==> src/hdl/mem_pkg.sv <==
// Memory bus widths and burst length with client indices and the request, command and response structs
package mem_pkg;

// Word-addressed store
localparam int ADDR_W = 12;
localparam int DATA_W = 16;
localparam int MEM_DEPTH = 4096;
localparam int BURST = 8;
localparam int QUEUE_DEPTH = 4;

// Arbiter ports
localparam int N_CLIENTS = 3;
localparam int CLIENT_SCAN = 0;
localparam int CLIENT_RECT = 1;
localparam int CLIENT_TEST = 2;

typedef logic [ADDR_W-1:0] addr_t;
typedef logic [DATA_W-1:0] data_t;
typedef logic [1:0] client_t;
typedef logic [$clog2(QUEUE_DEPTH + 1)-1:0] queue_level_t;

// Held by a client while req is high
typedef struct packed {
	addr_t addr;
	data_t data;
	logic wr;
} mem_req_t;

typedef struct packed {
	client_t client;
	mem_req_t req;
} mem_cmd_t;

typedef struct packed {
	client_t client;
	data_t data;
} mem_rsp_t;

endpackage
==> src/hdl/frame_pkg.sv <==
// Frame-buffer geometry and fill rectangle with the memory test region and pixel types
package frame_pkg;

localparam int FB_BASE = 0;
localparam int LINE_STRIDE = 64;

// Fill rectangle in words
localparam int RECT_X = 16;
localparam int RECT_Y = 4;
localparam int RECT_W = 32;
localparam int RECT_H = 6;
localparam logic [15:0] FILL_COLOR = 16'h0841;

// Line reader starts at column RECT_X
localparam int LINE_WORDS = RECT_W;
localparam int LINE_BURSTS = LINE_WORDS / mem_pkg::BURST;
localparam int PIX_FIFO_DEPTH = 32;

// Test region and its pattern salt
localparam mem_pkg::addr_t TEST_BASE = 12'h800;
localparam int TEST_LEN = 64;
localparam int TEST_BURSTS = TEST_LEN / mem_pkg::BURST;
localparam logic [15:0] TEST_SALT = 16'h5a3c;

// RGB565
typedef struct packed {
	logic [4:0] r;
	logic [5:0] g;
	logic [4:0] b;
} pixel_t;

typedef logic [$clog2(PIX_FIFO_DEPTH + 1)-1:0] pix_level_t;

endpackage

==> src/hdl/line_reader.sv <==
// Burst line reader feeding a pixel FIFO
`timescale 1ns/1ps

module line_reader (
	input logic CLOCK_50,
	input logic rst_n,
	input logic line_start,
	input mem_pkg::addr_t line,
	output logic req,
	output mem_pkg::mem_req_t mreq,
	input logic ack,
	input mem_pkg::data_t rsp_data,
	input logic valid,
	input logic pix_pop,
	output frame_pkg::pixel_t pix,
	output frame_pkg::pix_level_t pix_level,
	output logic pix_empty,
	output logic pix_full
);

logic issuing, room;
mem_pkg::addr_t row;
logic [$clog2(frame_pkg::LINE_BURSTS)-1:0] burst;
// Words acked but not yet returned
frame_pkg::pix_level_t pending;

sync_fifo #(
	.T(frame_pkg::pixel_t),
	.DEPTH(frame_pkg::PIX_FIFO_DEPTH)
) pix_fifo_i (
	.CLOCK_50(CLOCK_50),
	.rst_n(rst_n),
	.push(valid),
	.wdata(frame_pkg::pixel_t'(rsp_data)),
	.pop(pix_pop),
	.rdata(pix),
	.level(pix_level),
	.empty(pix_empty),
	.full(pix_full)
);

// Room for another burst after all words in flight land
assign room = int'(pix_level) + int'(pending) + mem_pkg::BURST <= frame_pkg::PIX_FIFO_DEPTH;
assign req = issuing && room;
assign mreq.addr = mem_pkg::addr_t'(frame_pkg::FB_BASE + int'(row) * frame_pkg::LINE_STRIDE
	+ frame_pkg::RECT_X + int'(burst) * mem_pkg::BURST);
assign mreq.data = '0;
assign mreq.wr = 1'b0;

always_ff @(posedge CLOCK_50 or negedge rst_n) begin
	if (!rst_n) begin
		issuing <= 1'b0;
		burst <= '0;
		pending <= '0;
	end else begin
		if (!issuing && line_start) begin
			issuing <= 1'b1;
			burst <= '0;
		end else if (issuing && ack) begin
			burst <= burst + 1'b1;
			if (int'(burst) == frame_pkg::LINE_BURSTS - 1)
				issuing <= 1'b0;
		end
		pending <= frame_pkg::pix_level_t'(int'(pending)
			+ (ack ? mem_pkg::BURST : 0) - int'(valid));
	end
end

always_ff @(posedge CLOCK_50) begin
	if (!issuing && line_start)
		row <= line;
end

a_valid_expected: assert property (@(posedge CLOCK_50) disable iff (!rst_n)
	valid |-> pending != '0);

endmodule

==> src/hdl/sync_fifo.sv <==
// Synchronous FIFO with first-word-fall-through output and level, empty and full flags
`timescale 1ns/1ps

module sync_fifo #(
	parameter type T = logic [15:0],
	parameter int DEPTH = 4
) (
	input logic CLOCK_50,
	input logic rst_n,
	input logic push,
	input T wdata,
	input logic pop,
	output T rdata,
	output logic [$clog2(DEPTH + 1)-1:0] level,
	output logic empty,
	output logic full
);

// DEPTH is a power of two so the pointers wrap on their own
T mem [DEPTH];
logic [$clog2(DEPTH)-1:0] wr_ptr, rd_ptr;

always_ff @(posedge CLOCK_50) begin
	if (push)
		mem[wr_ptr] <= wdata;
end

always_ff @(posedge CLOCK_50 or negedge rst_n) begin
	if (!rst_n) begin
		wr_ptr <= '0;
		rd_ptr <= '0;
		level <= '0;
	end else begin
		if (push)
			wr_ptr <= wr_ptr + 1'b1;
		if (pop)
			rd_ptr <= rd_ptr + 1'b1;
		case ({push, pop})
			2'b10: level <= level + 1'b1;
			2'b01: level <= level - 1'b1;
			default: ;
		endcase
	end
end

assign rdata = mem[rd_ptr];
assign empty = level == '0;
assign full = int'(level) == DEPTH;

a_no_overflow: assert property (@(posedge CLOCK_50) disable iff (!rst_n) !(push && full));
a_no_underflow: assert property (@(posedge CLOCK_50) disable iff (!rst_n) !(pop && empty));

endmodule

==> config.mk <==
export PLATFORM = sky130hd
export DESIGN_NAME = line_reader
export DESIGN_NICKNAME = d
export VERILOG_FILES = /design/src/hdl/mem_pkg.sv /design/src/hdl/frame_pkg.sv /design/src/hdl/line_reader.sv /design/src/hdl/sync_fifo.sv
export SDC_FILE = /design/constraint.sdc
export NUM_CORES = 1
export LEC_CHECK = 0
export BUFFER_PORTS_ARGS = -buffer_cell sky130_fd_sc_hd__buf_2
export CAP_MARGIN = 20
export CORE_UTILIZATION = 50
export CTS_BUF_LIST = sky130_fd_sc_hd__clkbuf_8
export DETAILED_ROUTE_END_ITERATION = 12
export GPL_TIMING_DRIVEN = 0
export PLACE_DENSITY = 0.71
export SLEW_MARGIN = 20
export SYNTH_ARGS = -nofsm -noshare
export SYNTH_HDL_FRONTEND = slang
export SYNTH_SLANG_ARGS = --single-unit
==> constraint.sdc <==
create_clock -name CLOCK_50 -period 2.2 [get_ports CLOCK_50]
set_input_delay 0.44 -clock CLOCK_50 [delete_from_list [all_inputs] [get_ports CLOCK_50]]
set_output_delay 0.44 -clock CLOCK_50 [all_outputs]
set_load 0.005 [all_outputs]
; ---- Word level (Yosys, flattened, before mapping)
; Memory sizes are Yosys's and may differ from the RTL's.
; Index checks and enable logic that the tools add are counted.
[word_totals]
regBits = 31
latchBits = 0
ram_bits = 512
romBits = 0
inputBits = 34
output_inout_bits = 54
wordCells = 42
mem_count = 1
[classes]
n_addsub = 11
mul = 0
div_mod_pow = 0
order_cmp = 1
n_eq_ne = 4
shift = 0
muxes = 9
bitwise = 0
reduce_logical = 9
[mem_list]
columns = memory, words, word_bits, read_ports, rd_ports_with_merged_regs, write_ports, line_no
row1 = pix_fifo_i.mem, 32, 16, 1, 0, 1, sync_fifo.sv:20  ; T mem [DEPTH];
[ops]
columns = operator, n
row1 = $add A12 B5 Y12, 1
row2 = $add A12 B5 Y12 const B, 1
row3 = $pmux W6 S2, 1
row4 = $add A5 B1 Y5 const B, 2
row5 = $add A7 B4 Y8 const B, 1
row6 = $le A8 B6 Y1 const B, 1
row7 = $add A6 B6 Y7, 1
row8 = $add A6 B1 Y6 const B, 1
row9 = $add A6 B4 Y6, 1
row10 = $eq A6 B6 Y1 const B, 1
row11 = $logic_not A6 Y1, 1
row12 = $reduce_bool A2 Y1, 3
row13 = $sub A6 B1 Y6, 1
row14 = $sub A6 B1 Y6 const B, 1
row15 = $mux W1, 5
row16 = $eq A2 B1 Y1 const B, 2
row17 = $mux W2, 2
row18 = $mux W4, 1
row19 = $logic_and A1 B1 Y1, 3
row20 = $add A2 B1 Y2 const B, 1
row21 = $eq A2 B2 Y1 const B, 1
row22 = $reduce_and A2 Y1, 1
row23 = $logic_not A1 Y1, 1

; ---- Longest topological paths before layout
[logic_depth]
depth_word = 4
ltp_mapped = 10
depth_no_buf = 9

; ---- Modules after synthesis
; From an unflattened synthesis, not the netlist that was laid out.
[unflattened]
hier_cells = 1084
area_unflattened_um2 = 21629.5
[by_module_without_submodules]
columns = mod, n_inst, cells_per_inst, area_each_um2, seq_area_each_um2
row1 = sync_fifo, 1, 978, 20518.4, 15775.1
row2 = line_reader, 1, 106, 1111.1, 405.4

; ---- Worst setup path after synthesis
; No wires, ideal clock.
[synth_timing]
kind = flip-flop to output port
from = reg pix_fifo_i.level[1]
to = out req
t_arrival_ns = 1.947
t_required_ns = 1.760
setup_slack_ns = -0.187
path_stages_with_launch = 10
path_buffers = 0
cell_sequence = dfrtp_1 > ha_1 > ha_1 > inv_1 > fa_1 > nand2b_1 > o2bb2ai_1 > xnor2_1 > o21ai_0 > and4b_1
[synth_between]
elab_chain_len = 4
[synth_lines]
columns = element, line_no
row1 = from (decl), sync_fifo.sv:14  ; output logic [$clog2(DEPTH + 1)-1:0] level,
row2 = from (signal assigned), sync_fifo.sv:39  ; 2'b10: level <= level + 1'b1;
row3 = from (signal assigned), sync_fifo.sv:40  ; 2'b01: level <= level - 1'b1;
row4 = $add A6 B6 Y7, line_reader.sv:43  ; assign room = int'(pix_level) + int'(pending) + mem_pkg::BURST <= frame_pkg::PIX_FIFO_DEPTH;
row5 = $add A7 B4 Y8, line_reader.sv:43
row6 = $le A8 B6 Y1, line_reader.sv:43
row7 = $logic_and A1 B1 Y1, line_reader.sv:44  ; assign req = issuing && room;
row8 = to (decl), line_reader.sv:9  ; output logic req,
; Every way passes these cells.

==> impl_metrics.yaml <==
run_status:
  status: "finished, violations left"
  violations: "negative setup slack"
power:
  switching_share_pct: 33.9
  p_leak_nw: 8.81
  fin_total_pwr_mw: 33.0
  pwr-share-clk_pct: 22.6
  cellPowerDensity_nw_per_um2: 1270
  ir_drop_mv: 0.593
  seqPwrFrac_pct: 37.9
  p_int_mw: 21.8
  switching_power_mw: 11.2
  pwr-share-comb_pct: 39.5
layout:
  final_cells: 1931
  antenna_cells: 0
  design_area_sq_um: 25900
  synthToLayoutAreaGrowth_pct: 19.7
  utilization_pct: 61.3
  finalNetCount: 1355
  drive_gt1_share_pct: 37.2
sta:
  max_slew_margin_pct: 48.4
  rsz0062_at_grt: "true"
  worst_slew_pin_slew_ns: 0.772
  fin_hold_ws_ns: 0.0832
  maxSlewViolCount: 0
  setup_viol: 22
  fmax_mhz: 310
  fin_skew_ns: 0.0328
  setup-tns-final_ns: -16.49
  fin_crit_sh_pct: 147
  hold_viol: 0
  min_period_ns: 3.23
  final.setup.worst_slack_ns: -1.03
setup_path:
  start_kind: "register"
  r2r-end: "pix_fifo_i.mem[21][4]"
  required_ns: 1.76
  cp_max_fo: 9
  r2r_cells: 5
  r2r_start: "pix_fifo_i.wr_ptr[1]"
  crit_path_end_kind: "output port"
  r2r_slack_ns: 0
  arrival_ns: 2.79
  worstSetupPathType: "reg -> out"
logic_synthesis:
  synth_cell_types: 50
  synth.cell_area_sq_um: 21700
  synth_top_cell_by_area: "edfxtp_1"
  synth_seq_cells: 543
  synth_edf_count: 518
  ys_top_cells_by_area: "edfxtp_1 72%, mux4_2 7.0%, mux4_1 3.8%"
  synthArstFlopShare_pct: 4.60
  ys.flop_type: "edfxtp_1"
  synth_area_per_cell_sq_um: 20.2
  postSynthCellCount: 1074
  netlist.area_leader.share_pct: 71.8
  yosysSeqAreaShare_pct: 74.7
  yosys_warnings: 0
routing:
  dr.pass1.iters: 5
  vias_per_cell: 5.83
  first_iter_violations: 1220
  wl_per_cell_um: 25.3
  ant_nets: 0
  vias: 11300
  drc: 0
  drt-total-wl_mm: 48.8
grt:
  grt_overflow: 0
  antenna_found_initial: 0
  grt_pass1_wl_mm: 70.7
  grt_pass1_vias: 11200
  grtUsageTotal_pct: 22.3
  grt_max_degree: 33
placement:
  hpwl_mm: 30.7
  post-place-ws_ns: -1.18
  placed_cell_area_sq_um: 23200
  io_buffers: 61
  dp_cells: 1758
  place.gp.congestion: 0.865
floorplan:
  die_x_um: 210
  coreArea_sq_um: 42300
  num_rows: 75
  start_util_pct: 51.2
  die_y_um: 210
  die_area_sq_um: 44200
  pin_count: 88
hold_path:
  min_delay_path_depth: 2
  holdPathEnd: "issuing"
  hp-class: "in -> reg"
  min_from: "ack"
clock_network:
  cts_buffer_depth: 3
  htree_levels: 3
  cts_sinks: 543
  clk_latency_ns: 0.62
  clkTransAtPathRegs_ns: 0.06
  numCtsBuffers: 82
  cts_tree: "yes"
  clock-root-buffer: "clkbuf_8"
job:
  max_cap_viol_count: 0
Yosys cell counts, drive strengths merged (2+ instances only):
master,count
a211o,3
inv,25
xor2,9
a22oi,16
mux2i,63
dfrtp,25
a21o,4
clkbuf,30
o21ai,9
nand3,5
buf,46
nand2,14
a22o,16
ha,28
a211oi,30
nand3b,3
edfxtp,518
nor2b,3
o22ai,15
o221ai,16
nand4,3
xnor2,10
mux4,98
a21oi,24
fa,3
nor4,2
nor2,39
worst max-delay path, stage by stage (launching register included):
cell and delay, ns:
dfrtp_1 0.40, buf_12 0.17, buf_12 0.16, mux4_2 0.56, a22o_4 0.26, a211oi_4 0.36
a21oi_2 0.10, buf_2 0.15
worst max-delay path by stage:
stage                                     from      to  slack, ns  depth (start not counted)
after floorplan            pix_fifo_i.level[1]     req      -0.10                          9
after global placement    pix_fifo_i.rd_ptr[1]  pix[6]      -1.12                          7
after detailed placement  pix_fifo_i.rd_ptr[1]  pix[6]      -1.18                          7
after CTS                 pix_fifo_i.rd_ptr[0]  pix[6]      -1.01                          7
after global routing      pix_fifo_i.rd_ptr[0]  pix[6]      -1.08                          7
final                     pix_fifo_i.rd_ptr[0]  pix[6]      -1.03                          7
flip-flops by register name, summed over array words and instances (netlist names):
register           count
pix_fifo_i.level       6
pix_fifo_i.rd_ptr      5
burst                  2
pix_fifo_i.wr_ptr      5
row                    6
pix_fifo_i.mem       512
pending                6
issuing                1
area by class of cell:
cell class	instances	area (sq um)
Buffer	74	679
Clock buffer	85	1170
Clock inverter	63	318
Fill cell	2874	16400
Inverter	25	93.8
Multi-Input combinational cell	449	5800
Sequential cell	543	16200
Tap cell	577	722
Timing Repair Buffer	115	956
power by group through the flow:
| stage | sequential, mW | clock [mW] | combinational, mW |
|---|---|---|---|
| global placement | 12.7 | 0 | 9.88 |
| finish | 12.5 | 7.47 | 13.0 |
| detailed placement | 12.7 | 0 | 10.3 |
| global route | 12.6 | 8.08 | 13.8 |
| CTS | 12.5 | 7.62 | 12.0 |
| floorplan | 12.6 | 0 | 6.68 |
routing by layer:
metal	wire length (um)	GRT usage (%)
met1	20300	32.3
met2	22800	33.6
met3	4000	4.45
met4	1640	8.96
met5	0	0
placed cells by master, fill, tap and decap left out, types with 14 or more instances in the layout:
| cell type | n |
|---|---|
| edfxtp_1 | 518 |
| mux4_2 | 90 |
| clkbuf_8 | 85 |
| buf_2 | 67 |
| inv_1 | 53 |
| mux2i_1 | 50 |
| buf_4 | 36 |
| nor2_4 | 22 |
| ha_1 | 22 |
| dfrtp_1 | 21 |
| conb_1 | 20 |
| buf_6 | 19 |
| clkinv_1 | 18 |
| clkbuf_2 | 16 |
| buf_12 | 16 |
| o22ai_1 | 15 |
| buf_8 | 14 |
cell families (layout without fill, tap and decap cells):
group / count (synthesis) / in the layout / synth area share, %
other: 1 / 20 / 0.0173
buffers and inverters: 101 / 362 / 2.72
DFF: 543 / 543 / 74.7
xor gates and xnor gates: 19 / 19 / 0.768
adders and majority gates: 31 / 31 / 1.89
AOI/OAI and AO/OA: 138 / 138 / 4.53
muxes: 162 / 162 / 13.7
and+or+nand+nor: 79 / 79 / 1.72
timing repair:
| item | in CTS | in global routing |
|---|---|---|
| setup buffers | 8 | 9 |
| setup endpoints to repair | 102 | 144 |
| gates resized for setup | 172 | 72 |
| hold endpoints to repair | 31 | 0 |
| hold buffers | 7 | 0 |
| cloned | 0 | 3 |
| pin swaps | 21 | 21 |
Note: power is estimated with default switching activity, not from simulation.
