--- src/hdl/mem_pkg.sv ---
// Memory bus widths and burst length with client indices and the request, command and response structs
package mem_pkg;

// Word-addressed store
localparam int ADDR_W = 12;
localparam int DATA_W = 16;
localparam int MEM_DEPTH = 4096;
localparam int BURST = 8;
localparam int QUEUE_DEPTH = 4;

// Arbiter ports
localparam int N_CLIENTS = 3;
localparam int CLIENT_SCAN = 0;
localparam int CLIENT_RECT = 1;
localparam int CLIENT_TEST = 2;

typedef logic [ADDR_W-1:0] addr_t;
typedef logic [DATA_W-1:0] data_t;
typedef logic [1:0] client_t;
typedef logic [$clog2(QUEUE_DEPTH + 1)-1:0] queue_level_t;

// Held by a client while req is high
typedef struct packed {
	addr_t addr;
	data_t data;
	logic wr;
} mem_req_t;

typedef struct packed {
	client_t client;
	mem_req_t req;
} mem_cmd_t;

typedef struct packed {
	client_t client;
	data_t data;
} mem_rsp_t;

endpackage
--- src/hdl/frame_pkg.sv ---
// Frame-buffer geometry and fill rectangle with the memory test region and pixel types
package frame_pkg;

localparam int FB_BASE = 0;
localparam int LINE_STRIDE = 64;

// Fill rectangle in words
localparam int RECT_X = 16;
localparam int RECT_Y = 4;
localparam int RECT_W = 32;
localparam int RECT_H = 6;
localparam logic [15:0] FILL_COLOR = 16'h0841;

// Line reader starts at column RECT_X
localparam int LINE_WORDS = RECT_W;
localparam int LINE_BURSTS = LINE_WORDS / mem_pkg::BURST;
localparam int PIX_FIFO_DEPTH = 32;

// Test region and its pattern salt
localparam mem_pkg::addr_t TEST_BASE = 12'h800;
localparam int TEST_LEN = 64;
localparam int TEST_BURSTS = TEST_LEN / mem_pkg::BURST;
localparam logic [15:0] TEST_SALT = 16'h5a3c;

// RGB565
typedef struct packed {
	logic [4:0] r;
	logic [5:0] g;
	logic [4:0] b;
} pixel_t;

typedef logic [$clog2(PIX_FIFO_DEPTH + 1)-1:0] pix_level_t;

endpackage

--- src/hdl/rect_fill.sv ---
// Rectangle fill client writing the background colour one word per ack
`timescale 1ns/1ps

module rect_fill (
	input logic CLOCK_50,
	input logic rst_n,
	input logic start,
	output logic req,
	output mem_pkg::mem_req_t mreq,
	input logic ack,
	output logic fill_active
);

logic [$clog2(frame_pkg::RECT_W)-1:0] col;
logic [$clog2(frame_pkg::RECT_H)-1:0] row;
logic last_col, last_row;

assign last_col = int'(col) == frame_pkg::RECT_W - 1;
assign last_row = int'(row) == frame_pkg::RECT_H - 1;
assign req = fill_active;

// Current word of the rectangle
always_comb begin
	mreq.addr = mem_pkg::addr_t'(frame_pkg::FB_BASE
		+ (frame_pkg::RECT_Y + int'(row)) * frame_pkg::LINE_STRIDE
		+ frame_pkg::RECT_X + int'(col));
	mreq.data = frame_pkg::FILL_COLOR;
	mreq.wr = 1'b1;
end

always_ff @(posedge CLOCK_50 or negedge rst_n) begin
	if (!rst_n) begin
		fill_active <= 1'b0;
		col <= '0;
		row <= '0;
	end else if (!fill_active) begin
		if (start) begin
			fill_active <= 1'b1;
			col <= '0;
			row <= '0;
		end
	end else if (ack) begin
		// Row by row, left to right
		if (last_col) begin
			col <= '0;
			row <= row + 1'b1;
			if (last_row)
				fill_active <= 1'b0;
		end else begin
			col <= col + 1'b1;
		end
	end
end

a_ack_while_active: assert property (@(posedge CLOCK_50) disable iff (!rst_n)
	ack |-> fill_active);

endmodule

--- config.mk ---
export PLATFORM = sky130hd
export DESIGN_NAME = rect_fill
export DESIGN_NICKNAME = d
export VERILOG_FILES = /design/src/hdl/mem_pkg.sv /design/src/hdl/frame_pkg.sv /design/src/hdl/rect_fill.sv
export SDC_FILE = /design/constraint.sdc
export NUM_CORES = 1
export LEC_CHECK = 0
export ABC_CLOCK_PERIOD_IN_PS = 1610
export BUFFER_PORTS_ARGS = -buffer_cell sky130_fd_sc_hd__buf_4
export CAP_MARGIN = 20
export CORE_UTILIZATION = 43
export DETAILED_ROUTE_END_ITERATION = 8
export PLACE_DENSITY = 0.79
export SLEW_MARGIN = 30
export SYNTH_ARGS = -nofsm -noshare
export SYNTH_HDL_FRONTEND = slang
export SYNTH_SLANG_ARGS = --single-unit
--- constraint.sdc ---
create_clock -name CLOCK_50 -period 1.61 [get_ports CLOCK_50]
set_input_delay 0.4025 -clock CLOCK_50 [delete_from_list [all_inputs] [get_ports CLOCK_50]]
set_output_delay 0.4025 -clock CLOCK_50 [all_outputs]
set_load 0.01 [all_outputs]
# After elaboration in Yosys (flattened, before gate mapping)
# Cells that the tools add are included.
# word_totals
in_bits	4
register_bits	9
# classes
add_sub_neg	5
muxes	13
n_eq_ne	4
reduce_logical	3
# ops
op	n
$mux 5	4
$add 11x5->12	1
$mux 3	4
$add 10x5->11 const B	1
$add 5x1->5 const B	1
$eq 5x1->1 const B	1
$mux 1	5
$add 3x3->4 const A	1
$add 3x1->3 const B	1
$eq 3x3->1 const B	1
$reduce_and 3->1	1
$ne 2x1->1 const B	1
$ne 2x2->1 const B	1
$reduce_and 2->1	1
$reduce_bool 2->1	1

# Depth between registers and ports, before layout
# Gate-level depths: netlist of run 1.
# logic_depth
word_depth	5
ltp_mapped	6
mapped_depth_nobuf	6

# Worst setup path before layout of run 1
# OpenSTA, ideal clock, no wires.
# synth_path
path_kind	flip-flop to flip-flop
from	reg col[0] (netlist bit)
to	reg col[2] (netlist bit)
t_required_ps	1541
period_less_slack_ps	1545
setup_time_ps	69
path_stages_with_launch	7
path_slack_ps	65
t_arrival_ps	1476
cell_sequence	dfrtp_1 ha_1 and3_1 ha_1 and2b_4 nand4b_1 nand3_1
# synth_between
elab_chain_cells	4
# synth_lines
element	line	rtl
from (decl)	rect_fill.sv:14	logic [$clog2(frame_pkg::RECT_W)-1:0] col;
from (signal assigned)	rect_fill.sv:50	col <= col + 1'b1;
$add 5x1->5 or $eq 5x1->1 (tied branches)	rect_fill.sv:50, rect_fill.sv:18	
$mux 5 *	rect_fill.sv:44	if (last_col) begin
$mux 5 *	rect_fill.sv:42	end else if (ack) begin
$mux 5 *	rect_fill.sv:36	end else if (!fill_active) begin
# Every way passes the cells marked *; elsewhere a longest branch is shown, timed or not. The select of a mux whose other input is x is not followed.
# A chain may end at the register's enable or synchronous reset.

# Final worst setup path of run 1
# layout_path
from	reg col[1] (netlist bit)
to	reg col[1] (netlist bit)
# Same word-level chain as after synthesis.

==> results.md, run 1 <==
- The number of distinct library cell variants in the gate-level netlist after synthesis is 21.
- The number of hold violations in the final report is 0.
- The slowest cell on the critical path is sky130_fd_sc_hd__dfrtp_1.
- The final standard cell utilization of the core is 0.552.
- In this run the worst path has a maximum fanout of 5.
- The peak ir drop on the vdd network is 0.632 mV.
- The nature of the critical path startpoint is a flop.
- The power density over cell area is 1220 nW/µm².
- The number of nets with antenna violations after detailed routing is 0.
- During I/O placement, the number of pins put on the boundary was 35.
- In the global route stage, overall resource usage came out at 0.165.
- Final hold analysis gives a worst-case slack of 480 ps.
- The share of synthesized area in the top cell type comes to 0.342.
- The total number of nets in the final design is 97.
- The routed layout has 490 vias.
- In this run the post-CTS setup repair buffer count came out at 0.
- TritonCTS built the clock tree.
- Dividing the detail-routed via count by the number of cells gives 4.76.
- The clock root buffer is sky130_fd_sc_hd__clkbuf_4.
- For this run, the slowest stage of the critical path takes 370 ps.
- The most common cell type on the critical path is sky130_fd_sc_hd__ha_2.
- In the synthesized netlist, the number of instances is 70.
- The worst setup path is of the flop to flop kind.
- The fraction of final layout cells sized beyond drive strength 1 is 0.273.
- The kind of end point of the critical path is a flop.
- The mean routed wirelength per cell is 11.0 µm.
- The number of pins with negative max-slew slack in the final report is 0.
- Counting every sink on the clock net gives 9.
- The wire length of the first global-routing pass is 1.76 mm.
- The synthesized netlist occupies a cell area of 658 µm².
- The clock skew after layout is 4.17 ps.
- The initial standard-cell utilization of the core is 0.482.
- Of all flip-flops after synthesis, the portion carrying an async set or reset was 1.00.
- The number of enable flip-flop cells after synthesis is 0.
- The area of the core region is 1370 µm².
- The slack of the worst reg-to-reg path is 90 ps.
- The number of antenna diodes in the final layout is 0.
- The Yosys warning count is 0.
- The run finished with clean final reports.
- The time the worst path needs with I/O delays and setup is 1520 ps.
- On the critical path the largest part of the delay comes from adder cells.
- The overflow left after global routing is 0.
- In this run the static leakage power is 0.389 nW.
- For this run, the top clock speed supported by timing is 659 MHz.
- The longest clock path from root to sink contains 2 buffers.
- The final estimated routing congestion in global placement is 0.761.
- The overall routed net length is 1.13 mm.
- In this run the number of H-tree levels came out at 1.
- The part of the cycle the worst path needs is 0.943.
- Walking the worst path, the cells encountered are ha_2 > and3_1 > ha_2 > and2b_4 > a32o_1.
- The post-CTS clock slew at the launch and capture registers of the worst setup and hold paths is 60 ps.
- The worst hold path belongs to the class primary input to flop.
- The count of endpoints failing setup in the final report is 0.
- Counting flops and latches in the post-synthesis netlist gives 9.
- The summed negative setup slack over all endpoints is 0 ps.
- The register area share after synthesis is 0.342.
- The post-route DRC violation count is 0.
- The quantity of I/O buffers inserted on ports is 15.
- Data arrives at the worst endpoint at 1660 ps.
- The die extent in x is 41.1 µm.
- The placed wire-length estimate is 878 µm.
- Yosys attributes the largest share of cell area to sky130_fd_sc_hd__dfrtp_1 (34%), sky130_fd_sc_hd__buf_4 (23%), sky130_fd_sc_hd__ha_1 (7.6%).
- The floorplan step set the die height to 41.1 µm.
- The required time of the critical path is 1750 ps.
- The average size of a mapped cell is 9.40 µm².
- The number of buffers and inverters on the critical path is 0.
- The via count of the first global-routing pass is 403.
- The main flop type after synthesis is sky130_fd_sc_hd__dfrtp_1.
- Of all cell types, the one taking the most synthesized area is sky130_fd_sc_hd__dfrtp_1.
- The area of the die is 1690 µm².
- The tool flagged a number of max-cap violations equal to 0.
- The number of placement rows is 13.
- Clock latency on the worst-skew pair, taken at its later pin, is 250 ps.
- For this block, the initial DRC count from the detailed router was 15.
- Relative to the synthesized area, the layout overhead comes to 14.6%.
- The number of buffers created by CTS is 3.
- The number of antenna violations at the first check in global routing came to 0.
- Entering global routing, the biggest net connects 17 pins.
- Setup repair after global routing left no endpoint under its margin.
- The total iterations of the first detailed-routing run is 4.
- The number of inserted filler cells in the final layout is 126.
-- cell usage in the layout (no fill, tap or decap), types with 2 or more instances in the layout --
master                     instances
sky130_fd_sc_hd__buf_4            17
sky130_fd_sc_hd__ha_1              2
sky130_fd_sc_hd__nor2_1            3
sky130_fd_sc_hd__nand4b_1          2
sky130_fd_sc_hd__nand3_1           6
sky130_fd_sc_hd__clkbuf_4          3
sky130_fd_sc_hd__a32o_1            2
sky130_fd_sc_hd__dfrtp_1           9
sky130_fd_sc_hd__xnor2_1           2
sky130_fd_sc_hd__conb_1           19
sky130_fd_sc_hd__o21ai_1           2
sky130_fd_sc_hd__a22o_1            3
sky130_fd_sc_hd__inv_1             3
sky130_fd_sc_hd__nand2_1           3
sky130_fd_sc_hd__ha_2              2
sky130_fd_sc_hd__mux2i_1           2
-- state kept, by name, indices dropped and copies added, names as in the netlist --
name and count:
col 5, row 3, fill_active 1
-- cells in the mapped netlist (2+ instances only) --
cell	number
sky130_fd_sc_hd__nand3_1	6
sky130_fd_sc_hd__a22o_1	3
sky130_fd_sc_hd__nor2_1	3
sky130_fd_sc_hd__o21ai_1	2
sky130_fd_sc_hd__nand4b_1	2
sky130_fd_sc_hd__conb_1	2
sky130_fd_sc_hd__mux2i_1	2
sky130_fd_sc_hd__nand2_1	3
sky130_fd_sc_hd__a32o_1	2
sky130_fd_sc_hd__dfrtp_1	9
sky130_fd_sc_hd__xnor2_1	2
sky130_fd_sc_hd__ha_1	4
sky130_fd_sc_hd__buf_4	20
sky130_fd_sc_hd__inv_1	3
-- cell type report --
cell class	instances	area [µm²]	area share
Timing Repair Buffer	18	138	0.182
Inverter	3	11.3	0.0149
Tap cell	15	18.8	0.0249
Multi-Input combinational cell	54	335	0.444
Clock buffer	4	26.3	0.0348
Sequential cell	9	225	0.299
-- per-stage QoR --
| stage | instance area, µm² | power, W | instances | setup WS [ps] |
|---|---|---|---|---|
| after floorplan | 722 | 0.000588 | 87 | 65.2 |
| after global placement | 713 | 0.000733 | 98 | 102 |
| after detailed placement | 713 | 0.000752 | 98 | 6.60 |
| after CTS | 752 | 0.000926 | 103 | 45.0 |
| after global routing | 754 | 0.000998 | 103 | 19.5 |
| final | 754 | 0.000917 | 103 | 92.5 |
-- power breakdown --
group / total, W / leakage [nW] / switching (W) / internal (W)
clock: 0.000165 / 0.0150 / 0.0000697 / 0.0000949
combinational: 0.000387 / 0.265 / 0.000173 / 0.000215
sequential: 0.000365 / 0.109 / 0.0000759 / 0.000289
total: 0.000917 / 0.389 / 0.000318 / 0.000599
-- metal layers --
layer	share of wire	vias to the layer above	GRT usage
met2	0.45	29	0.250
met3	0.096	0	0.0652
li1	-	234	-
met5	0	-	0
met1	0.46	227	0.216
met4	0	0	0.0484
-- timing repair --
item | 4_1_cts | 5_1_grt
endpoints found under the hold margin | 9 | 0
hold buffers | 1 | 0
resized for setup | 1 | 1
pin swaps | 0 | 1
endpoints found under the setup margin | 1 | 2
-- cell families after synthesis --
logic type / count (synthesis) / share of synthesized area
muxes: 2 / 0.0304
adders and majority gates: 4 / 0.0760
DFF: 9 / 0.342
xor gates and xnor gates: 2 / 0.0266
AOI/OAI and AO/OA: 8 / 0.0932
other: 2 / 0.0114
and+or+nand+nor: 19 / 0.167
buffers and inverters: 24 / 0.253
-- worst paths after layout --
kind | endpoint | from | cells past startpoint
max | col[1] | col[1] | 5
min | col[4] | ack | 2
max reg2reg | col[1] | col[1] | 5
min reg2reg | col[4] | col[4] | 1
max in group asynchronous | row[1] | rst_n | 2
min in group asynchronous | col[1] | rst_n | 2
Note: power is estimated with default switching activity, not from simulation.
==> run 2, diff against run 1 <==
--- a/config.mk
+++ b/config.mk
@@ -10,7 +10,7 @@
 export CAP_MARGIN = 20
 export CORE_UTILIZATION = 43
 export DETAILED_ROUTE_END_ITERATION = 8
-export PLACE_DENSITY = 0.79
+export PLACE_DENSITY = 0.89
 export SLEW_MARGIN = 30
 export SYNTH_ARGS = -nofsm -noshare
 export SYNTH_HDL_FRONTEND = slang
==> run 2 against run 1 <==
Against the previous run: hold slack improved by 1.0 ps; largest power group unchanged; highest routed layer unchanged; first-iteration DRC count fell by 47%; clock-buffer cell count fell by 1; non-clock buffer count did not move; setup slack worse by 12 ps; power grew 4.1%; critical path type is now flop to output pin; flip-flop and latch count is the same.
==> results.md, run 2 (synthesis results as in run 1) <==
- The die extent in x is 41.1 µm.
- The growth of design area from synthesis to finish is 16.3%.
- Dividing the final minimum period by the clock period gives 0.950.
- The beginning of the critical path is fill_active.
- The pre-CTS setup slack is 4.88 ps.
- The first global-routing pass estimated 1.77 mm of wire.
- The fraction of final layout cells sized beyond drive strength 1 is 0.284.
- Setup violations remaining at the end of the flow were counted as 0.
- In this design, the largest share of critical-path delay is due to flip-flops.
- The power density over cell area is 1250 nW/µm².
- The required time of the critical path is 1210 ps.
- The kind of end point of the critical path is an output pin.
- In this run the critical register-to-register path is launched from col[0].
- The signal on the critical path passes through buf_4.
- Entering global routing, the biggest net connects 17 pins.
- The placed wire-length estimate is 958 µm.
- The clock root buffer is sky130_fd_sc_hd__clkbuf_4.
- For the worst-skew pair, the clock arrives at the later sink with an insertion delay of 260 ps.
- The first detailed-routing pass ran for 4 iterations.
- The worst setup path is launched from a flop.
- The combinational group share of total power is 0.430.
- The largest registers in the layout are col x5, row x3, fill_active x1.
- The number of antenna violations at the first check in global routing came to 0.
- In the routed design, unresolved DRC markers number 0.
- In this run, CTS created clock tree buffers numbering 3.
- The post-CTS clock slew at the launch and capture registers of the worst setup and hold paths is 60 ps.
- The count of nets left with antenna violations once routing finished came out at 0.
- The run finished with clean final reports.
- After filler insertion, the fill cell instance count of the layout stands at 129.
- The portion of total power attributed to the clock network is 0.186.
- The path class of the lowest-slack min-delay path is primary input to flop.
- IR analysis of the VDD net gives a maximum drop of 0.605 mV.
- The detail-routed via count per cell is 4.81.
- On the critical path, the stage with the largest delay is an instance of sky130_fd_sc_hd__dfrtp_1.
- The net switching fraction of the power is 0.366.
- The register name with the most flops is col.
- The number of primary I/O pins is 35.
- The setup check on the worst reg-to-reg path leaves a slack of 90 ps.
- The count of vias placed by the detailed router is 495.
- The number of levels the H-tree was split into is 1.
- The initial utilization of the core area, before any placement, comes to 0.482.
- For the final routed database, the setup TNS stands at 0 ps.
- Counting every sink on the clock net gives 9.
- The kind of critical path is flop to output pin.
- The total number of nets in the final design is 97.
- Summed over all layers, the global routing overflow is 0.
- The flip-flop count of the largest register, all copies and words added is 5.
- The vertical extent of the die is 41.1 µm.
- The TritonCTS clock tree is built.
- The number of DRC markers in iteration 0 is 8.
- The via count of the first global-routing pass is 382.
- In the final routed layout, each cell accounts on average for 12.2 µm.
- After detailed placement, the design holds a cell count of 98.
- The floorplan step defined a die boundary enclosing 1690 µm².
- The largest stage delay on the critical path is 650 ps.
- The final instance count without filler cells is 103.
- The final estimated routing congestion in global placement is 0.714.
- Of the total power, registers draw 0.384.
- The number of hold violations in the final report is 0.
- Post-CTS timing repair inserted 0 buffers for setup.
- The clock skew after layout is 4.83 ps.
- The leakage power is 0.392 nW.
- The library cell used most frequently in the layout, excluding fill and tap cells, is sky130_fd_sc_hd__conb_1.
- Input and output buffers added on the ports amount to 15.
- The overall routed net length is 1.25 mm.
- The number of antenna diodes is 0.
- In the global route stage, overall resource usage came out at 0.164.
- Setup repair after global routing left no endpoint under its margin.
- Based on the critical path, the design can be clocked at up to 654 MHz.
- The startpoint of the most critical hold path is start.
- No sink is reached through more buffers than the 2 on the longest clock path.
- The area of the core region is 1370 µm².
- The analysis attributes to net switching a power of 0.000350 W.
- The internal power is 0.000605 W.
- Row generation in the floorplan step produced 13 rows.
- The number of pins with negative max-slew slack in the final report was 0.
- The total of max-cap violations is 0.
- Counting both buffers and inverters, the worst setup path holds a total of 1.
- The top cell types in the final layout, fill and taps aside, are sky130_fd_sc_hd__conb_1 (19), sky130_fd_sc_hd__buf_4 (17), sky130_fd_sc_hd__dfrtp_1 (9).
- Counting I/O delays and the setup requirement, the final critical path takes 1530 ps.
- The largest fanout of any net on the critical path is 16.
- The final worst setup slack is 80.7 ps.
- Data on the critical path arrives at its endpoint at 1130 ps.
## run 2: layout make-up
class | instances | area, µm² | share of cell area
flip-flops and latches | 9 | 225 | 0.294
clock buffers | 3 | 22.5 | 0.0294
clock inverters | 1 | 5.00 | 0.00654
repair buffers | 18 | 138 | 0.180
inverters | 3 | 11.3 | 0.0147
multi-input cells | 54 | 345 | 0.451
well taps | 15 | 18.8 | 0.0245
## run 2: power by group through the flow
stage	Clock, W	Sequential, W	Combinational (W)
4_1_cts	0.000184	0.000362	0.000403
6_report	0.000177	0.000367	0.000411
2_1_floorplan	0	0.000387	0.000200
3_5_place_dp	0	0.000366	0.000398
3_3_place_gp	0	0.000359	0.000372
5_1_grt	0.000202	0.000380	0.000462
## run 2: final timing paths
| check | to | cells past startpoint |
|---|---|---|
| setup / recovery | fill_active | 1 |
| hold / removal | fill_active | 3 |
| setup reg to reg | col[0] | 6 |
| hold reg to reg | col[0] | 2 |
| max in group asynchronous | row[2] | 2 |
| min in group asynchronous | col[2] | 2 |
## run 2: repair_timing
action / 4_1_cts / 5_1_grt
hold buffers: 1 / 0
hold endpoints to repair: 9 / 0
endpoints found under the setup margin: 1 / 5
gates resized for setup: 1 / 2
pin swaps: 0 / 2
## run 2: metal layers
metal  global-route usage  wire length, µm
met1                0.211              537
met2                0.262              602
met3               0.0489              112
met4               0.0484                0
met5                    0                0
## run 2: per-stage QoR
step	hold slack (ps)	total power [W]	area [µm²]	utilization
2_1_floorplan	107	0.000588	722	-
3_3_place_gp	231	0.000732	713	0.522
3_5_place_dp	236	0.000764	713	0.522
4_1_cts	474	0.000949	753	0.551
5_1_grt	482	0.00104	766	0.560
6_report	481	0.000955	766	0.560
