[config.mk]
export PLATFORM = sky130hd
export DESIGN_NAME = mem_arbiter
export DESIGN_NICKNAME = d
export VERILOG_FILES = /design/src/hdl/mem_pkg.sv /design/src/hdl/mem_arbiter.sv
export SDC_FILE = /design/constraint.sdc
export NUM_CORES = 1
export LEC_CHECK = 0
export CAP_MARGIN = 20
export CELL_PAD_IN_SITES_DETAIL_PLACEMENT = 1
export CELL_PAD_IN_SITES_GLOBAL_PLACEMENT = 1
export CORE_MARGIN = 4
export CORE_UTILIZATION = 25
export CTS_CLUSTER_SIZE = 14
export DETAILED_ROUTE_END_ITERATION = 8
export DONT_BUFFER_PORTS = 1
export PLACE_DENSITY = 0.47
export SETUP_SLACK_MARGIN = 0.05
export SLEW_MARGIN = 20
export SYNTH_ARGS = -nofsm -noshare
export SYNTH_HDL_FRONTEND = slang
export SYNTH_SLANG_ARGS = --single-unit
[constraint.sdc]
create_clock -name CLOCK_50 -period 3 [get_ports CLOCK_50]
set_clock_uncertainty 0.2 [all_clocks]
set_input_delay 0.45 -clock CLOCK_50 [delete_from_list [all_inputs] [get_ports CLOCK_50]]
set_output_delay 0.45 -clock CLOCK_50 [all_outputs]
set_load 0.05 [all_outputs]
[src/hdl/mem_pkg.sv]
// Memory bus widths and burst length with client indices and the request, command and response structs
package mem_pkg;

// Word-addressed store
localparam int ADDR_W = 12;
localparam int DATA_W = 16;
localparam int MEM_DEPTH = 4096;
localparam int BURST = 8;
localparam int QUEUE_DEPTH = 4;

// Arbiter ports
localparam int N_CLIENTS = 3;
localparam int CLIENT_SCAN = 0;
localparam int CLIENT_RECT = 1;
localparam int CLIENT_TEST = 2;

typedef logic [ADDR_W-1:0] addr_t;
typedef logic [DATA_W-1:0] data_t;
typedef logic [1:0] client_t;
typedef logic [$clog2(QUEUE_DEPTH + 1)-1:0] queue_level_t;

// Held by a client while req is high
typedef struct packed {
	addr_t addr;
	data_t data;
	logic wr;
} mem_req_t;

typedef struct packed {
	client_t client;
	mem_req_t req;
} mem_cmd_t;

typedef struct packed {
	client_t client;
	data_t data;
} mem_rsp_t;

endpackage
[src/hdl/mem_arbiter.sv]
// Round-robin memory request arbiter and read data routing to the owning client
`timescale 1ns/1ps

module mem_arbiter (
	input logic CLOCK_50,
	input logic rst_n,
	input logic [mem_pkg::N_CLIENTS-1:0] req,
	input mem_pkg::mem_req_t reqs [mem_pkg::N_CLIENTS],
	output logic [mem_pkg::N_CLIENTS-1:0] ack,
	output logic cmd_valid,
	output mem_pkg::mem_cmd_t cmd,
	input logic store_full,
	input logic rsp_valid,
	input mem_pkg::mem_rsp_t rsp,
	output mem_pkg::data_t rsp_data,
	output logic [mem_pkg::N_CLIENTS-1:0] valid
);

mem_pkg::client_t last, pick;
logic hit, grant;

// Search starts just after the previous winner
always_comb begin
	hit = 1'b0;
	pick = last;
	for (int i = 1; i <= mem_pkg::N_CLIENTS; i++) begin
		if (!hit && req[(int'(last) + i) % mem_pkg::N_CLIENTS]) begin
			hit = 1'b1;
			pick = mem_pkg::client_t'((int'(last) + i) % mem_pkg::N_CLIENTS);
		end
	end
end

// Only one command in flight, so store_full already counts it and
// the acked client's old request is not granted twice
assign grant = hit && !store_full && !cmd_valid;

always_ff @(posedge CLOCK_50 or negedge rst_n) begin
	if (!rst_n) begin
		ack <= '0;
		cmd_valid <= 1'b0;
		last <= mem_pkg::client_t'(mem_pkg::N_CLIENTS - 1);
	end else begin
		ack <= '0;
		cmd_valid <= grant;
		if (grant) begin
			ack[pick] <= 1'b1;
			last <= pick;
		end
	end
end

always_ff @(posedge CLOCK_50) begin
	if (grant) begin
		cmd.client <= pick;
		cmd.req <= reqs[pick];
	end
end

// Shared data bus with a valid per client
assign rsp_data = rsp.data;
always_comb begin
	for (int i = 0; i < mem_pkg::N_CLIENTS; i++)
		valid[i] = rsp_valid && (int'(rsp.client) == i);
end

// Ack one-hot or zero and only to a client still holding req
a_ack_onehot: assert property (@(posedge CLOCK_50) disable iff (!rst_n)
	$onehot0(ack) && (ack & ~req) == '0);

endmodule

After elaboration in Yosys (flattened, before gate mapping):

Index checks and enable logic that the tools add are counted.

* input bits: 112
* output and inout port bits: 54
* word-level logic and storage cells: 56
* register bits: 37

* add/subtract/negate cells: 3
* muxes and demuxes: 21
* bitwise logic cells: 1
* div/mod/pow operators: 3
* $lt $le $gt $ge: 6
* reduce and logical (&&, ||, !) cells: 13
* equal/unequal tests: 2

Operators by type and width (number)
* $lt A32 B4 Y1 const B: 3
* $mod A32 B3 Y32 const B: 3
* $bmux W29 S2: 1
* $mux W29: 2
* $mux W1: 10
* $logic_and A1 B1 Y1: 8
* $add A2 B2 Y3 const B: 2
* $bmux W1 S2: 3
* $mux W2: 3
* $eq A2 B2 Y1 const B: 2
* $logic_not A1 Y1: 4
* $add A2 B1 Y3 const B: 1
* $ge A3 B3 Y1 const B: 1
* $lt A2 B3 Y1 const B: 1
* $mux W3: 1
* $not A2 Y3: 1
* $demux W1 S2: 1
* $ge A2 B1 Y1 const B: 1
* $logic_not A2 Y1: 1

Depth between registers and ports, before layout:

Gate-level depths: netlist (run 1).

* word-level depth: 17
* mapped depth: 12
* gate-level depth less buffers: 9

Worst setup path before layout (run 1):

Ideal clock, no wire load.

* kind: register -> register
* from: register last[1]
* to: register cmd[0] in the netlist's numbering, enable pin
* path buffers: 1
* cell stages (with the launch flop): 8
* arrival: 2.365 ns
* setup slack: 0.049 ns
* clock period less this slack: 2.951 ns
* data required time: 2.414 ns
* setup time: 0.386 ns
* path through: dfstp_2 -> ha_1 -> buf_2 -> mux2i_1 -> o21ai_1 -> nor2_1 -> a211o_1 -> inv_1

* cells in the longest elaborated chain, start to end: 14
* elaborated cells on any way between the ends: 24
* those cells by class: 3 x add/sub; 3 x div; 12 x mux; 6 x reduce/logical

RTL lines
* from (decl): RTL line mem_arbiter.sv:19 `mem_pkg::client_t last, pick;`
* from (signal assigned): RTL line mem_arbiter.sv:42 `last <= mem_pkg::client_t'(mem_pkg::N_CLIENTS - 1);`
* from (signal assigned): RTL line mem_arbiter.sv:48 `last <= pick;`
* $add A2 B1 Y3: RTL line mem_arbiter.sv:27 `if (!hit && req[(int'(last) + i) % mem_pkg::N_CLIENTS]) begin`
* $mod A32 B3 Y32: RTL line mem_arbiter.sv:27
* $bmux W1 S2: RTL line mem_arbiter.sv:27
* $mux W1 (implied by the code) (2 in a row): RTL line mem_arbiter.sv:27
* $mux W1: RTL line mem_arbiter.sv:27
* $logic_not A1 Y1: RTL line mem_arbiter.sv:27
* $logic_and A1 B1 Y1: RTL line mem_arbiter.sv:27
* $mux W1: RTL line mem_arbiter.sv:27
* $logic_not A1 Y1: RTL line mem_arbiter.sv:27
* $logic_and A1 B1 Y1: RTL line mem_arbiter.sv:27
* $mux W1 (*): RTL line mem_arbiter.sv:27
* $logic_and A1 B1 Y1 (*) (2 in a row): RTL line mem_arbiter.sv:36 `assign grant = hit && !store_full && !cmd_valid;`
* net grant: RTL line mem_arbiter.sv:20 `logic hit, grant;`
* to (decl): RTL line mem_arbiter.sv:11 `output mem_pkg::mem_cmd_t cmd,`

Mark *: on every way through the listed nets, which the timed path passes. The rest lies on a longest branch. The select of a mux whose other input is x is not followed.
A chain may end at the register's enable or synchronous reset.

Final worst setup path (run 1):

* from: register last[1]
* to: register cmd[5] in the netlist's numbering, data pin

* cells in the longest elaborated chain, start to end: 16
* elaborated cells on any way between the ends: 28
* those cells by class: 3 x add/sub; 3 x div; 17 x mux; 1 x bitwise; 4 x reduce/logical

RTL lines
* $add A2 B1 Y3: RTL line mem_arbiter.sv:27, mem_arbiter.sv:29
* $mod A32 B3 Y32: RTL line mem_arbiter.sv:27, mem_arbiter.sv:29
* $bmux W1 S2: RTL line mem_arbiter.sv:27
* $mux W1 (implied by the code) (2 in a row): RTL line mem_arbiter.sv:27
* $mux W1: RTL line mem_arbiter.sv:27
* $logic_not A1 Y1: RTL line mem_arbiter.sv:27
* $logic_and A1 B1 Y1: RTL line mem_arbiter.sv:27
* $mux W1: RTL line mem_arbiter.sv:27
* $logic_not A1 Y1: RTL line mem_arbiter.sv:27
* $logic_and A1 B1 Y1: RTL line mem_arbiter.sv:27
* $mux W2 (*): RTL line mem_arbiter.sv:27
* $not A2 Y3 (implied by the code) (*): RTL line mem_arbiter.sv:56 `cmd.req <= reqs[pick];`
* $bmux W29 S2 (*): RTL line mem_arbiter.sv:56
* $mux W29 (implied by the code) (*) (2 in a row): RTL line mem_arbiter.sv:56

Every way passes the cells marked *; elsewhere a longest branch is shown, timed or not. The select of a mux whose other input is x is not followed.

==> results of run 1 <==
[area by class of cell]
class | count | area (um2) | area share, %
multi-input cells | 107 | 981 | 37.8
repair buffers | 28 | 267 | 10.3
clock buffers | 6 | 72.6 | 2.80
flip-flops and latches | 37 | 1080 | 41.7
well taps | 105 | 131 | 5.07
clock inverters | 2 | 33.8 | 1.30
inverters | 6 | 26.3 | 1.01
[sequential cells by signal, indices dropped and copies added (netlist names)]
name / cells
cmd: 31
ack: 3
last: 2
cmd_valid: 1
[cell usage after synthesis (2+ instances only)]
master    number  area [um2]
buf_4         17         128
a211oi_1       2        15.0
mux2i_1        5        50.1
nor2b_1        2        12.5
edfxtp_1      31         931
buf_2          4        20.0
buf_6          2        22.5
nand2b_1       2        12.5
dfrtp_1        5         125
nor2_1         7        26.3
a221o_1       29         290
inv_2          2        7.51
nor3_1         2        10.0
inv_1          4        15.0
nand2_1        2        7.51
mux2_2         2        22.5
and3_1        29         181
clkbuf_1       7        26.3
nand3b_1       3        22.5
and3b_1        2        17.5
ha_1           4        50.1
[cell usage in the layout, fill, tap and decap left out, types with 3 or more instances in the layout]
master / instances
inv_2: 3
nand3b_1: 3
buf_12: 4
edfxtp_1: 31
nor2_1: 5
dfrtp_1: 5
a221o_1: 29
buf_4: 22
mux2i_1: 3
nor2_4: 4
and3_1: 29
clkbuf_8: 5
[worst paths after layout]
kind	from	slack, ns	cells after the start	endpoint
max	last[1]	0.15	11	cmd[5]
min	reqs[55]	0.17	1	cmd[26]
max reg2reg	last[1]	0.15	11	cmd[5]
min reg2reg	last[0]	0.45	2	last[0]
max in group asynchronous	rst_n	2.05	1	last[1]
min in group asynchronous	rst_n	0.27	1	ack[2]
[timing repair]
action | CTS | global route
gates cloned | 2 | 0
pin swaps | 5 | 5
endpoints found under the setup margin | 29 | 29
resized for setup | 12 | 9
hold endpoints to repair | 6 | 0
hold buffers | 1 | 0
buffers inserted | 2 | 3
[kinds of logic after synthesis]
group	count (synthesis)	share of synthesized area (%)
fa+ha+maj	4	2.33
compound gates	41	18.8
simple gates	53	15.0
buf+inv	36	10.2
mux	7	3.38
flops	37	50.3
[stage by stage]
stage	TNS, ns	util [%]
2_1_floorplan	0	-
3_3_place_gp	-9.01	27.5
3_5_place_dp	-2.88	27.7
4_1_cts	0	30.2
5_1_grt	0	31.3
6_report	0	31.3
[metal layers]
metal  vias up  track usage [%]  wire (um)
met4         0             6.74        214
li1        712                -          -
met5         -                0          0
met1       790             14.8       2630
met3        30             3.67        624
met2        84             26.0       4000
==> impl_results.md, run 1 <==
- Unrepaired setup endpoints after global routing: no
- Final ANT Viol Nets: 0
- Final Hold Viols: 0
- Die ar.: 10100 um2
- Total CTS buffers: 5
- CP peak stage delay: 0.58 ns
- Worst path slowest cell: dfstp_2
- Asr flop ratio synth: 16.2%
- Yosys reg bits: 37
- Avg Inst Size Synth: 12.1 um2
- Post-DP Area: 2300 um2
- Placeable Area: 8300 um2
- Hold slack: 0.175 ns
- Fmax: 351 MHz
- Port buffer count: 0
- TritonCTS clock tree: built
- Crit Path Max Fanout: 30
- Hold Crit Class: input pin to flop
- Critical path's top delay family: compound AO/OA/AOI/OAI gates
- Filler cell count: 891
- Via-to-Cell Ratio: 5.55
- Die Y-Extent: 101 um
- Clock sink count: 37
- DR vias: 1616
- Nets: 301
- Die Width: 101 um
- Global route total overflow: 0
- H-Tree Depth: 2
- Max-cap violations: 0
- Largest net degree at the start of global routing: 31
- Slew @ Worst Pin: 0.896 ns
- Post-synthesis sequential area ratio: 50.3%
- Residual DRC: 0
- Starting Density: 25.9%
- Detailed Route Iter0 Violations: 47
- CP Buf/Inv Count: 4
- GR Util All Layers: 14.2%
- Rows: 33
- Ratio of cells with drive above 1 in the final layout: 31.2%
- Crit. End Element: flop
- Post-synth EDFFs: 31
- Crit Path Class: flop to flop
- Tcrit/Tclk final: 95.1%
- Placed insts: 275
- WP data arrival: 2.69 ns
- Top Ports: 166
- Detailed Place HPWL: 5.41 mm
- Vias in the first global route: 1886
- Gate count of the mapped netlist: 178
- Design Area, Final: 2590 um2
- Total wire length: 7.47 mm
- Slew HR: 40.1%
- Root buf cell: clkbuf_8
- Clock buffer depth: 2
- Fin crit period: 2.85 ns
- # setup viols final: 0
- # diodes: 0
- CP startpoint kind: flop
- Synth cell types: 36
- DP Worst Slack: -0.117 ns
- Worst Path Required: 2.83 ns
- Wire length per cell: 25.7 um
- Synthesis Warnings: 0
- Slew Viols, Final: 0
- Status: completed
- Crit-path cells: inv_2, ha_4, buf_4, and3b_2, nor2_1, a22oi_2, o311ai_4, buf_6, buf_12, and3_1, a221o_1
- Final WS setup: 0.147 ns
- Clock slew at reported path FFs: 0.08 ns
- Fin cells: 291
- Synth Cell Area: 2150 um2
- First-pass DRT Iterations: 4
- Layout area overhead: 20.7%
- Antenna violations before repair: 0
- First-pass GRT wire length: 10.8 mm
- Most used DFF post-synth: edfxtp_1
- Net Count, Synth: 294
- Gpl congestion: 0.791
- Clk_lat worst skew: 0.28 ns
Power of run 1 is not shown: default switching activity piles up to over one toggle a cycle in this logic, so the estimate is an artifact.
==> run 2, diff against run 1 <==
Settings changed: RECOVER_POWER from default to 100.
==> run 2 against run 1 <==
The flow now finishes with violations (max-capacitance violations, max-slew violations). Register-to-register slack worse by 0.03 ns. Worst hold slack improved by 0.0012 ns. Fmax down 0.91%. Global-route usage unchanged. Via count increased by 0.93%. Critical path type unchanged. First-iteration DRC count is 26% lower. Non-clock buffer count is the same. Clock-buffer cell count unchanged. Routed wire length is 0.51% higher.
==> impl_results.md, run 2 (synthesis gave the netlist of run 1 again) <==
- Most flop-heavy register: cmd
- Worst Reg-to-Reg Cells: 11
- Hold Path Origin: reqs[55]
- GR Util All Layers: 14.2%
- Fin cells: 291
- Rows: 33
- R2R setup slack: 0.12 ns
- Slew HR: -2.93%
- Worst path slowest cell: dfstp_2
- CP peak stage delay: 0.58 ns
- Total CTS buffers: 5
- Die ar.: 10100 um2
- Crit Path Class: flop to flop
- Clock buffer depth: 2
- Global route total overflow: 0
- Wire length per cell: 25.8 um
- Worst hold endpoint: cmd[26]
- Fin crit period: 2.88 ns
- Starting Density: 25.9%
- Largest net degree at the start of global routing: 31
- Placed insts: 275
- Crit-path cells: inv_2, ha_4, buf_4, and3b_2, nor2_1, a22oi_2, o311ai_4, buf_6, buf_6, and3_1, a221o_1
- Detailed Place HPWL: 5.41 mm
- Worst R2R End: cmd[5]
- RR Startpoint: last[1]
- H-Tree Depth: 2
- Antenna violations before repair: 0
- WHS Path Cells: 1
- Final ANT Viol Nets: 0
- Root buf cell: clkbuf_8
- Total wire length: 7.51 mm
- Ratio of cells with drive above 1 in the final layout: 29.6%
- WP data arrival: 2.71 ns
- Die Y-Extent: 101 um
- Detailed Route Iter0 Violations: 35
- Slew @ Worst Pin: 1.54 ns
- Final Hold Viols: 0
- Top Registers: cmd (31), ack (3), last (2)
- First-pass GRT wire length: 10.8 mm
- Layout area overhead: 18.9%
- Clk_lat worst skew: 0.28 ns
- Failing checks: max-capacitance violations, max-slew violations
- CP Buf/Inv Count: 4
- Gpl congestion: 0.791
- Via-to-Cell Ratio: 5.60
- Top Ports: 166
- Crit Path Max Fanout: 30
- Vias in the first global route: 1886
- CP dominant cell by count: buf_6
- Hold Crit Class: input pin to flop
- Die Width: 101 um
- Unrepaired setup endpoints after global routing: no
- # diodes: 0
- Worst Path Required: 2.83 ns
- Critical path's top delay family: compound AO/OA/AOI/OAI gates
- DR vias: 1631
- Max-cap violations: 1
- Fmax: 347 MHz
- Most frequent cells in the layout: edfxtp_1 (31), and3_1 (29), a221o_1 (29)
- TritonCTS clock tree: built
- Placeable Area: 8300 um2
- Clock slew at reported path FFs: 0.08 ns
- Port buffer count: 0
- # setup viols final: 0
- CP startpoint kind: flop
- Clock sink count: 37
- First-pass DRT Iterations: 4
- Residual DRC: 0
- Slew Viols, Final: 1
- Max FFs per register: 31
- Nets: 301
- Commonest non-fill, non-tap cell in the layout: edfxtp_1
- Tcrit/Tclk final: 96.0%
- Crit. End Element: flop
- Status: finished with violations
==> run 2: cell types whose count changed in the layout (fill, tap and decap cells not counted), sizes merged <==
| cell | delta |
|---|---|
| clkbuf | +4 |
| buf | -4 |
==> run 2: how the worst max path moves through the flow <==
stage,end,depth (start not counted),from
after global placement,cmd[23],7,last[1]
after CTS,cmd[0],11,last[1]
after global routing,cmd[12],11,last[1]
after floorplan,cmd[18],11,last[0]
final,cmd[5],11,last[1]
after detailed placement,cmd[10],9,last[1]
==> run 2: stage by stage <==
step	hold WS, ns	instance area [um2]	setup TNS (ns)	setup slack (ns)	utilization (%)
6_report	0.176	2550	0	0.121	30.8
2_1_floorplan	-0.0456	2150	0	0.140	-
3_5_place_dp	-0.0454	2300	-2.88	-0.117	27.7
4_1_cts	0.168	2500	0	0.0505	30.2
5_1_grt	0.155	2550	0	0.0280	30.8
3_3_place_gp	-0.0454	2290	-9.01	-0.329	27.5
==> run 2: layer usage <==
metal	vias up	track usage, %	share of wire (%)
met4	0	6.74	2.8
met5	-	0	0
met1	814	14.8	36
met2	75	26.0	54
met3	30	3.67	7.7
li1	712	-	-
==> run 2: layout make-up <==
type	count	area, um2
sequential	37	1080
fill	895	5740
inverter	6	23.8
timing repair buffer	28	235
tap	105	131
multi-input combinational	107	976
clock buffer	6	72.6
clock inverter	2	33.8
==> run 2: repair_timing <==
action | CTS | global route
pin swaps | 5 | 5
hold buffers | 1 | 0
setup endpoints to repair | 29 | 29
setup buffers | 2 | 3
gates resized for setup | 12 | 9
hold endpoints to repair | 6 | 0
cloned | 2 | 0
Power of run 2 is left out for the same reason.
==> run 3, diff against run 2 <==
Settings changed: MAX_ROUTING_LAYER from default to met4, SKIP_LAST_GASP from default to 1.
==> run 3 against run 2 <==
The run still ends with max-capacitance violations, max-slew violations left. Cell count is the same. First-iteration DRC count is 2.9% higher. Non-clock buffer count unchanged. Routed wire length shrank 0.24%. Via count grew 1.2%.
==> impl_results.md, run 3 (synthesis gave the netlist of run 1 again) <==
- Clock slew at reported path FFs: 0.08 ns
- Top Registers: cmd (31), ack (3), last (2)
- Largest net degree at the start of global routing: 31
- Antenna violations before repair: 0
- H-Tree Depth: 2
- DR vias: 1650
- Fin crit period: 2.88 ns
- GR Util All Layers: 14.6%
- Starting Density: 25.9%
- Placeable Area: 8300 um2
- Total CTS buffers: 5
- Fmax: 347 MHz
- Max-cap violations: 1
- Slew @ Worst Pin: 1.54 ns
- Wire length per cell: 25.7 um
- Failing checks: max-capacitance violations, max-slew violations
- WP data arrival: 2.71 ns
- Most frequent cells in the layout: edfxtp_1 (31), and3_1 (29), a221o_1 (29)
- Rows: 33
- First-pass DRT Iterations: 4
- Global route total overflow: 0
- Die Width: 101 um
- TritonCTS clock tree: built
- Slew Viols, Final: 1
- Detailed Route Iter0 Violations: 36
- Crit. End Element: flop
- Max FFs per register: 31
- Die ar.: 10100 um2
- Port buffer count: 0
- Most flop-heavy register: cmd
- Status: finished with violations
- # diodes: 0
- Worst Path Required: 2.83 ns
- Tcrit/Tclk final: 96.0%
- First-pass GRT wire length: 10.8 mm
- Final Hold Viols: 0
- Clock sink count: 37
- # setup viols final: 0
- Top Ports: 166
- Vias in the first global route: 1877
- Die Y-Extent: 101 um
- Slew HR: -2.93%
- Layout area overhead: 18.9%
- Detailed Place HPWL: 5.41 mm
- Gpl congestion: 0.802
- Clk_lat worst skew: 0.29 ns
- Crit Path Class: flop to flop
- Root buf cell: clkbuf_8
- Final ANT Viol Nets: 0
- Commonest non-fill, non-tap cell in the layout: edfxtp_1
- Unrepaired setup endpoints after global routing: no
- Crit Path Max Fanout: 30
- Placed insts: 275
- Fin cells: 291
- Hold Crit Class: input pin to flop
- Via-to-Cell Ratio: 5.67
- Ratio of cells with drive above 1 in the final layout: 29.6%
- CP startpoint kind: flop
- Clock buffer depth: 2
- Total wire length: 7.49 mm
- Nets: 301
- Residual DRC: 0
==> run 3: cell counts in the layout (fill, tap and decap cells not counted) <==
No cell type changed its count.
==> run 3: timing repair <==
| item | 4_1_cts | 5_1_grt |
|---|---|---|
| pin swaps | 5 | 5 |
| endpoints found under the hold margin | 6 | 0 |
| endpoints found under the setup margin | 29 | 29 |
| gates cloned | 2 | 0 |
| buffers inserted | 2 | 3 |
| resized for setup | 12 | 9 |
| hold buffers | 1 | 0 |
==> run 3: metrics by stage <==
stage / utilization [%] / setup TNS, ns / hold slack, ns / setup slack [ns] / area [um2]
global placement: 27.5 / -9.01 / -0.0454 / -0.329 / 2290
detailed placement: 27.7 / -2.88 / -0.0454 / -0.117 / 2300
finish: 30.8 / 0 / 0.175 / 0.121 / 2550
global route: 30.8 / 0 / 0.153 / 0.0271 / 2550
floorplan: - / 0 / -0.0456 / 0.140 / 2150
CTS: 30.2 / 0 / 0.168 / 0.0505 / 2500
==> run 3: layout make-up <==
type,count,area (um2)
Fill cell,895,5740
Sequential cell,37,1080
Multi-Input combinational cell,107,976
Timing Repair Buffer,28,235
Tap cell,105,131
Clock buffer,6,72.6
Clock inverter,2,33.8
Inverter,6,23.8
==> run 3: worst paths after layout <==
path / start / end / slack [ns] / cells past startpoint
worst min-delay path: reqs[55] / cmd[26] / 0.17 / 1
max in group asynchronous: rst_n / last[1] / 2.04 / 1
worst max-delay path: last[1] / cmd[5] / 0.12 / 11
min in group asynchronous: rst_n / ack[2] / 0.28 / 1
worst min register to register: last[1] / last[1] / 0.46 / 3
worst max register to register: last[1] / cmd[5] / 0.12 / 11
==> run 3: per-layer routing <==
layer | share of wire, % | wire length (um) | global-route usage (%)
met1 | 36 | 2660 | 14.9
met2 | 54 | 4040 | 26.1
met3 | 7.5 | 560 | 3.74
met4 | 3.0 | 227 | 6.74
met5 | 0 | 0 | -
==> run 3: worst max-delay path: stages, from the launching register on <==
cell	delay (ns)
dfstp_2	0.58
inv_2	0.07
ha_4	0.18
buf_4	0.16
and3b_2	0.24
nor2_1	0.05
a22oi_2	0.21
o311ai_4	0.14
buf_6	0.15
buf_6	0.17
and3_1	0.20
a221o_1	0.27
Power of run 3 is left out for the same reason.
